<file path="config.mk">
export PLATFORM = sky130hd
export DESIGN_NAME = ip_mul_add
export DESIGN_NICKNAME = d
export VERILOG_FILES = /design/src/verilog/ip_pkg.sv /design/src/verilog/ip_mul_add.sv /design/src/verilog/ip_result.sv /design/src/verilog/ip_execute.sv /design/src/verilog/ip_decode.sv
export SDC_FILE = /design/constraint.sdc
export NUM_CORES = 2
export LEC_CHECK = 0
export ABC_AREA = 0
export BUFFER_PORTS_ARGS = -buffer_cell sky130_fd_sc_hd__buf_2
export CORE_UTILIZATION = 55
export CTS_CLUSTER_SIZE = 28
export DETAILED_ROUTE_END_ITERATION = 10
export GPL_ROUTABILITY_DRIVEN = 0
export PLACE_DENSITY_LB_ADDON = 0.08
export SLEW_MARGIN = 5
export SYNTH_ARGS = -nofsm -noshare
export SYNTH_HDL_FRONTEND = slang
export SYNTH_SLANG_ARGS = --single-unit
</file>
<file path="constraint.sdc">
create_clock -name clk_i -period 7.6 [get_ports clk_i]
set_clock_uncertainty 0.05 [all_clocks]
set_input_delay 0 -clock clk_i [delete_from_list [all_inputs] [get_ports clk_i]]
set_output_delay 0 -clock clk_i [all_outputs]
set_load 0.02 [all_outputs]
</file>
<file path="src/verilog/ip_pkg.sv">
package ip_pkg;

    //======================================================================
    //  word and address widths
    //======================================================================
    localparam int WORD_W    = 32;
    localparam int BYTE_W    = 8;
    localparam int NUM_BYTES = WORD_W / BYTE_W;

    // signed Q15.16 operands and results
    localparam int FRAC_W = 16;

    // up to 4096 output neurons per layer
    localparam int ADDR_W = 12;
    localparam int CNT_W  = 13;

    //======================================================================
    //  input word views
    //======================================================================
    // one bus word, seen either as a signed number or as byte lanes
    typedef union packed {
        logic signed [WORD_W-1:0]           word;
        logic [NUM_BYTES-1:0][BYTE_W-1:0]   bytes;
    } word_u;

endpackage
</file>
<file path="src/verilog/ip_mul_add.sv">
`timescale 1ns/1ps

module ip_mul_add (
    input  logic                             clk_i,
    input  logic                             rstn_i,
    input  logic [1:0]                       bend_i,
    input  logic                             relu_en_i,
    input  logic [ip_pkg::CNT_W-1:0]         onn_i,
    input  logic                             bias_valid_i,
    input  logic                             data_valid_i,
    input  logic                             weight_valid_i,
    input  logic                             neuron_done_i,
    input  logic [ip_pkg::WORD_W-1:0]        bias_i,
    input  logic [ip_pkg::WORD_W-1:0]        data_i,
    input  logic [ip_pkg::WORD_W-1:0]        weight_i,
    output logic                             output_valid_o,
    output logic [ip_pkg::WORD_W-1:0]        accum_data_o,
    output logic [ip_pkg::ADDR_W-1:0]        accum_addr_o
);
    import ip_pkg::*;

    // decode to execute
    logic                     dec_bias_valid;
    logic                     dec_term_valid;
    logic                     dec_done;
    word_u                    dec_bias;
    word_u                    dec_data;
    word_u                    dec_weight;

    // execute to result
    logic                     exe_sum_valid;
    logic signed [WORD_W-1:0] exe_sum;

    //======================================================================
    //  pipeline: decode, execute, result
    //======================================================================
    ip_decode u_decode (
        .clk_i          (clk_i),
        .rstn_i         (rstn_i),
        .bend_i         (bend_i),
        .bias_valid_i   (bias_valid_i),
        .data_valid_i   (data_valid_i),
        .weight_valid_i (weight_valid_i),
        .neuron_done_i  (neuron_done_i),
        .bias_i         (bias_i),
        .data_i         (data_i),
        .weight_i       (weight_i),
        .bias_valid_o   (dec_bias_valid),
        .term_valid_o   (dec_term_valid),
        .done_o         (dec_done),
        .bias_o         (dec_bias),
        .data_o         (dec_data),
        .weight_o       (dec_weight)
    );

    ip_execute u_execute (
        .clk_i          (clk_i),
        .rstn_i         (rstn_i),
        .bias_valid_i   (dec_bias_valid),
        .term_valid_i   (dec_term_valid),
        .done_i         (dec_done),
        .bias_i         (dec_bias),
        .data_i         (dec_data),
        .weight_i       (dec_weight),
        .sum_valid_o    (exe_sum_valid),
        .sum_o          (exe_sum)
    );

    // done at edge N gives output_valid_o after edge N+3
    ip_result u_result (
        .clk_i          (clk_i),
        .rstn_i         (rstn_i),
        .relu_en_i      (relu_en_i),
        .onn_i          (onn_i),
        .sum_valid_i    (exe_sum_valid),
        .sum_i          (exe_sum),
        .output_valid_o (output_valid_o),
        .accum_data_o   (accum_data_o),
        .accum_addr_o   (accum_addr_o)
    );

endmodule

</file>
<file path="src/verilog/ip_result.sv">
`timescale 1ns/1ps

module ip_result (
    input  logic                              clk_i,
    input  logic                              rstn_i,
    input  logic                              relu_en_i,
    input  logic [ip_pkg::CNT_W-1:0]          onn_i,
    input  logic                              sum_valid_i,
    input  logic signed [ip_pkg::WORD_W-1:0]  sum_i,
    output logic                              output_valid_o,
    output logic [ip_pkg::WORD_W-1:0]         accum_data_o,
    output logic [ip_pkg::ADDR_W-1:0]         accum_addr_o
);
    import ip_pkg::*;

    logic [WORD_W-1:0] relu_sum;
    logic [CNT_W-1:0]  last_addr;
    logic              addr_wrap;

    // clamp negative sums when ReLU is on
    assign relu_sum = (relu_en_i && sum_i[WORD_W-1]) ? '0 : sum_i;

    // highest address of the layer
    assign last_addr = onn_i - 1'b1;
    assign addr_wrap = (CNT_W'(accum_addr_o) == last_addr);

    always_ff @(posedge clk_i) begin
        if (!rstn_i) begin
            output_valid_o <= 1'b0;
            accum_data_o   <= '0;
        end else begin
            output_valid_o <= sum_valid_i;
            // data bus idles at zero between outputs
            accum_data_o   <= sum_valid_i ? relu_sum : '0;
        end
    end

    //======================================================================
    //  output neuron address
    //======================================================================
    always_ff @(posedge clk_i) begin
        if (!rstn_i) begin
            accum_addr_o <= '0;
        end else if (output_valid_o) begin
            if (addr_wrap) begin
                accum_addr_o <= '0;
            end else begin
                accum_addr_o <= accum_addr_o + 1'b1;
            end
        end
    end

endmodule

</file>
<file path="src/verilog/ip_execute.sv">
`timescale 1ns/1ps

module ip_execute (
    input  logic                              clk_i,
    input  logic                              rstn_i,
    input  logic                              bias_valid_i,
    input  logic                              term_valid_i,
    input  logic                              done_i,
    input  ip_pkg::word_u                     bias_i,
    input  ip_pkg::word_u                     data_i,
    input  ip_pkg::word_u                     weight_i,
    output logic                              sum_valid_o,
    output logic signed [ip_pkg::WORD_W-1:0]  sum_o
);
    import ip_pkg::*;

    // stage one
    logic signed [2*WORD_W-1:0] full_prod;
    logic signed [2*WORD_W-1:0] prod_shift;
    logic signed [WORD_W-1:0]   prod_q;
    logic signed [WORD_W-1:0]   bias_q;
    logic                       bias_vld_q;
    logic                       term_vld_q;
    logic                       done_q;

    // stage two
    logic signed [WORD_W-1:0]   acc_q;
    logic signed [WORD_W-1:0]   acc_base;
    logic signed [WORD_W-1:0]   acc_add;
    logic signed [WORD_W-1:0]   acc_next;

    //======================================================================
    //  stage one: fixed-point product
    //======================================================================
    assign full_prod  = $signed(data_i.word) * $signed(weight_i.word);
    assign prod_shift = full_prod >>> FRAC_W;

    always_ff @(posedge clk_i) begin
        if (!rstn_i) begin
            bias_vld_q <= 1'b0;
            term_vld_q <= 1'b0;
            done_q     <= 1'b0;
        end else begin
            bias_vld_q <= bias_valid_i;
            term_vld_q <= term_valid_i;
            done_q     <= done_i;
        end
    end

    // product keeps the integer part's low bits, overflow wraps
    always_ff @(posedge clk_i) begin
        prod_q <= prod_shift[WORD_W-1:0];
        bias_q <= bias_i.word;
    end

    //======================================================================
    //  stage two: accumulate
    //======================================================================
    // a bias restarts the neuron, a term in the same cycle rides on top
    assign acc_base = bias_vld_q ? bias_q : acc_q;
    assign acc_add  = term_vld_q ? prod_q : '0;
    assign acc_next = acc_base + acc_add;

    always_ff @(posedge clk_i) begin
        if (bias_vld_q || term_vld_q) begin
            acc_q <= acc_next;
        end
    end

    always_ff @(posedge clk_i) begin
        if (!rstn_i) begin
            sum_valid_o <= 1'b0;
        end else begin
            sum_valid_o <= done_q;
        end
    end

    // the finished value includes the term of the done cycle,
    // so the next bias may load acc_q on the following edge
    always_ff @(posedge clk_i) begin
        if (done_q) begin
            sum_o <= acc_next;
        end
    end

endmodule

</file>
<file path="src/verilog/ip_decode.sv">
`timescale 1ns/1ps

module ip_decode (
    input  logic          clk_i,
    input  logic          rstn_i,
    input  logic [1:0]    bend_i,
    input  logic          bias_valid_i,
    input  logic          data_valid_i,
    input  logic          weight_valid_i,
    input  logic          neuron_done_i,
    input  ip_pkg::word_u bias_i,
    input  ip_pkg::word_u data_i,
    input  ip_pkg::word_u weight_i,
    output logic          bias_valid_o,
    output logic          term_valid_o,
    output logic          done_o,
    output ip_pkg::word_u bias_o,
    output ip_pkg::word_u data_o,
    output ip_pkg::word_u weight_o
);
    import ip_pkg::*;

    word_u data_fix;
    word_u weight_fix;
    word_u bias_fix;

    // lane 0 goes to the top and so on
    function automatic word_u swap_bytes(input word_u w);
        word_u r;
        for (int i = 0; i < NUM_BYTES; i++) begin
            r.bytes[i] = w.bytes[NUM_BYTES-1-i];
        end
        return r;
    endfunction

    // bend bit low means the operand arrives in the other byte order
    assign data_fix   = bend_i[0] ? data_i   : swap_bytes(data_i);
    assign weight_fix = bend_i[1] ? weight_i : swap_bytes(weight_i);
    assign bias_fix   = bend_i[1] ? bias_i   : swap_bytes(bias_i);

    always_ff @(posedge clk_i) begin
        if (!rstn_i) begin
            bias_valid_o <= 1'b0;
            term_valid_o <= 1'b0;
            done_o       <= 1'b0;
        end else begin
            bias_valid_o <= bias_valid_i;
            // a term needs both operands in the same cycle
            term_valid_o <= data_valid_i & weight_valid_i;
            done_o       <= neuron_done_i;
        end
    end

    always_ff @(posedge clk_i) begin
        bias_o   <= bias_fix;
        data_o   <= data_fix;
        weight_o <= weight_fix;
    end

endmodule

</file>
==> tab_implementation.tex <==
\begin{tabular}{lr}
\hline
Metric & Value \\
\hline
\multicolumn{2}{l}{\textbf{Status}} \\
Outcome & completed \\
\multicolumn{2}{l}{\textbf{Layout}} \\
Most common cell after layout, fill and taps aside & sky130\_fd\_sc\_hd\_\_fa\_1 \\
Fill cells & 5869 \\
Sequential cell area & 6190 um\^{}2 \\
Layout Area Growth over Synthesis & 13.9\% \\
End-of-flow core utilization & 0.638 \\
Nets & 5480 \\
Highest-count cells in the layout ignoring fill and taps & 839 x sky130\_fd\_sc\_hd\_\_fa\_1, 811 x sky130\_fd\_sc\_hd\_\_inv\_1, 516 x sky130\_fd\_sc\_hd\_\_and2\_1 \\
Combined area of the multi-input logic cells & 29500 um\^{}2 \\
Share of post-route cells with drive strength above 1 & 0.129 \\
Final standard cell area without fillers & 45000 um\^{}2 \\
Antenna fix cells & 0 \\
\multicolumn{2}{l}{\textbf{Worst setup path}} \\
Maximum fanout encountered on the critical timing path & 8 \\
Reg2reg end & u\_execute.prod\_q[28] \\
CP Launch Point & u\_decode.data\_o[28] \\
Critical path destination & u\_execute.prod\_q[28] \\
Most frequent cell on the critical path & sky130\_fd\_sc\_hd\_\_fa\_1 \\
Slowest cell on the critical path & sky130\_fd\_sc\_hd\_\_dfxtp\_1 \\
R2R Path Start & u\_decode.data\_o[28] \\
Critical path class & reg -> reg \\
Crit end category & flop \\
CP peak stage delay & 680 ps \\
Worst reg2reg setup slack & 300 ps \\
Cell type group with the largest total delay on the critical path & adder cells \\
CP required & 8070 ps \\
Worst path depth & 24 \\
Cell-by-cell listing of the critical path & nand2\_1, fa\_1, inv\_1, fa\_1, fa\_1, inv\_1, fa\_1, inv\_1, fa\_1, fa\_1, fa\_1, inv\_1, fa\_1, inv\_1, ha\_1, a21o\_1, a21o\_1, a21oi\_1, nand4\_1, a31oi\_2, o31ai\_2, buf\_4, a2111o\_1, nand3\_1 \\
Nature of the critical path startpoint & flop \\
Worst path arrival time & 7770 ps \\
Cells on worst reg2reg path & 24 \\
Sum of buffers and inverters on the critical path & 6 \\
\multicolumn{2}{l}{\textbf{Detailed routing}} \\
Post-DRT Antenna Nets & 0 \\
First-pass iteration count of the detailed router & 7 \\
Routed length per instance & 19.4 um \\
Remaining DRCs & 0 \\
Detailed-route wire length & 102000 um \\
Vias per Instance & 5.19 \\
Vias after detailed routing & 27500 \\
Starting DRC count in detailed routing & 1593 \\
\multicolumn{2}{l}{\textbf{STA}} \\
Worst Tran Pin Value & 970 ps \\
Maximum clock frequency & 137 MHz \\
Setup repair after global routing missed its margin & false \\
Final Hold Violating Endpoints & 0 \\
Max-slew headroom & 0.350 \\
Post-layout min period & 7300 ps \\
Final Setup Violations & 0 \\
Share of the clock period used by the worst path after layout & 0.960 \\
Max Transition Viols Final & 0 \\
Post-Route Setup TNS & 0 ps \\
Worst hold margin & 70.2 ps \\
\multicolumn{2}{l}{\textbf{Logic synthesis}} \\
Synthesized flop and latch total & 276 \\
Fraction of the yosys area taken by sequential cells & 0.156 \\
Net count after synthesis & 5156 \\
Top\_reg\_cell synth & sky130\_fd\_sc\_hd\_\_dfxtp\_1 \\
Cells after Synth & 4003 \\
Share of Yosys cell area claimed by the top area cell type & 0.425 \\
Netlist cell types & 80 \\
Mapped Avg Cell Area & 9.87 um\^{}2 \\
Leading cell types by total area after synthesis & sky130\_fd\_sc\_hd\_\_fa\_1 43\%, sky130\_fd\_sc\_hd\_\_dfxtp\_1 11\%, sky130\_fd\_sc\_hd\_\_and2\_1 8.2\% \\
Number of flops mapped to enable cells by yosys & 64 \\
Top cell type by total area after synthesis & sky130\_fd\_sc\_hd\_\_fa\_1 \\
Yosys warning count & 0 \\
Synth async-reset ratio & 0 \\
Post-synthesis instance area & 39500 um\^{}2 \\
\multicolumn{2}{l}{\textbf{Clock tree}} \\
Post-CTS setup buffer count & 0 \\
Number of buffers added by the clock tree synthesis step & 30 \\
Sinks on the clock net & 276 \\
CTS tree & done \\
Worst-case clock buffer depth & 3 \\
H-tree depth reported by CTS & 1 \\
Buffer cell driving the clock tree root & sky130\_fd\_sc\_hd\_\_clkbuf\_16 \\
Clk pin slew, worst setup/hold paths & 60 ps \\
Insertion delay to the later sink of the worst-skew pair & 600 ps \\
\multicolumn{2}{l}{\textbf{Job}} \\
Max\_cap viols & 0 \\
\multicolumn{2}{l}{\textbf{Die}} \\
Die Outline Area & 72900 um\^{}2 \\
Die Y & 270 um \\
Area of the core region & 70500 um\^{}2 \\
Initial cell density of the core & 0.560 \\
Die width & 270 um \\
Num rows & 97 \\
\# IOs & 163 \\
\multicolumn{2}{l}{\textbf{GRT}} \\
Maximum number of pins on one net before global-route repair & 65 \\
Aggregate global-route resource usage & 0.292 \\
Via count of the first global-routing pass & 29900 \\
Antenna violations before repair & 4 \\
Overflow left after global routing & 0 \\
First-pass GRT wire length & 165000 um \\
\multicolumn{2}{l}{\textbf{Placed design}} \\
Placed cell areas & 42300 um\^{}2 \\
Half-perimeter wire length after placement & 80900 um \\
Number of input and output port buffers inserted & 162 \\
\multicolumn{2}{l}{\textbf{Hold path}} \\
Worst min path class & in -> reg \\
\hline
\end{tabular}
[timing repair]
action | in CTS | in global routing
endpoints found under the setup margin | 0 | 12
resized for setup | 0 | 17
hold buffers | 164 | 0
endpoints found under the hold margin | 137 | 0
[through the flow]
stage | setup WS (ps) | cells
after detailed placement | 79.8 | 5071
after CTS | 64.3 | 5289
final | 300 | 5289
after global routing | 28.3 | 5289
after global placement | 213 | 5071
after floorplan | 728 | 4003
[state kept, by name, summed over array words and instances (netlist names)]
register,cells
u_decode.data_o,32
u_execute.sum_o,32
u_decode.bias_valid_o,1
u_result.output_valid_o,1
u_decode.weight_o,32
u_execute.prod_q,32
u_execute.acc_q,32
u_execute.bias_q,32
u_execute.sum_valid_o,1
u_result.accum_data_o,32
u_decode.done_o,1
u_execute.done_q,1
u_result.accum_addr_o,12
u_execute.bias_vld_q,1
u_decode.term_valid_o,1
u_decode.bias_o,32
u_execute.term_vld_q,1
[synthesized netlist by cell type, types with 6 or more instances]
master	instances
sky130_fd_sc_hd__inv_1	811
sky130_fd_sc_hd__fa_1	839
sky130_fd_sc_hd__mux2_2	128
sky130_fd_sc_hd__o21ai_0	23
sky130_fd_sc_hd__o21ai_1	8
sky130_fd_sc_hd__ha_1	196
sky130_fd_sc_hd__nand2b_1	8
sky130_fd_sc_hd__nand2_1	477
sky130_fd_sc_hd__nor2_1	62
sky130_fd_sc_hd__o21a_1	16
sky130_fd_sc_hd__o21bai_1	6
sky130_fd_sc_hd__o211ai_1	6
sky130_fd_sc_hd__mux2i_1	6
sky130_fd_sc_hd__a21oi_1	64
sky130_fd_sc_hd__xnor2_1	81
sky130_fd_sc_hd__clkbuf_1	199
sky130_fd_sc_hd__and3_1	10
sky130_fd_sc_hd__dfxtp_1	212
sky130_fd_sc_hd__nand4_1	16
sky130_fd_sc_hd__xor2_1	36
sky130_fd_sc_hd__a21o_1	34
sky130_fd_sc_hd__nor3_1	19
sky130_fd_sc_hd__edfxtp_1	64
sky130_fd_sc_hd__nor2b_1	20
sky130_fd_sc_hd__a31oi_1	14
sky130_fd_sc_hd__nand3_1	25
sky130_fd_sc_hd__a211oi_1	8
sky130_fd_sc_hd__and2_1	516
[worst min path at each step]
| stage | startpoint | slack, ps | endpoint | depth (start not counted) |
|---|---|---|---|---|
| final | bend_i[0] | 70 | u_decode.data_o[5] | 2 |
| after detailed placement | neuron_done_i | 160 | u_decode.done_o | 2 |
| after global routing | bend_i[0] | 80 | u_decode.data_o[21] | 2 |
| after global placement | neuron_done_i | 160 | u_decode.done_o | 2 |
| after CTS | bend_i[0] | 5 | u_decode.data_o[22] | 2 |
| after floorplan | rstn_i | 70 | u_decode.bias_valid_o | 1 |
[cell families (layout without fill, tap and decap cells)]
| logic type | Yosys count | in the layout | share of synthesized area |
|---|---|---|---|
| simple gates | 1188 | 1188 | 0.154 |
| buf+inv | 1020 | 1366 | 0.0973 |
| fa+ha+maj | 1035 | 1035 | 0.487 |
| xor+xnor | 117 | 117 | 0.0259 |
| flops | 276 | 276 | 0.156 |
| compound gates | 233 | 233 | 0.0412 |
| mux | 134 | 134 | 0.0380 |
[per-layer routing]
| layer | global-route usage | part of all wire | up-vias |
|---|---|---|---|
| met5 | 0 | 0.00026 | - |
| met3 | 0.0486 | 0.073 | 139 |
| met1 | 0.400 | 0.43 | 13900 |
| li1 | - | - | 12600 |
| met2 | 0.488 | 0.47 | 862 |
| met4 | 0.0626 | 0.022 | 4 |
[area by class of cell]
| type | count | share of cell area |
|---|---|---|
| multi-input combinational | 2707 | 0.655 |
| sequential | 276 | 0.137 |
| timing repair buffer | 501 | 0.0906 |
| inverter | 811 | 0.0676 |
| tap | 940 | 0.0261 |
| clock buffer | 38 | 0.0189 |
| clock inverter | 16 | 0.00386 |
Power is not shown: default switching activity piles up to over one toggle a cycle in this logic, so the estimate is an artifact.
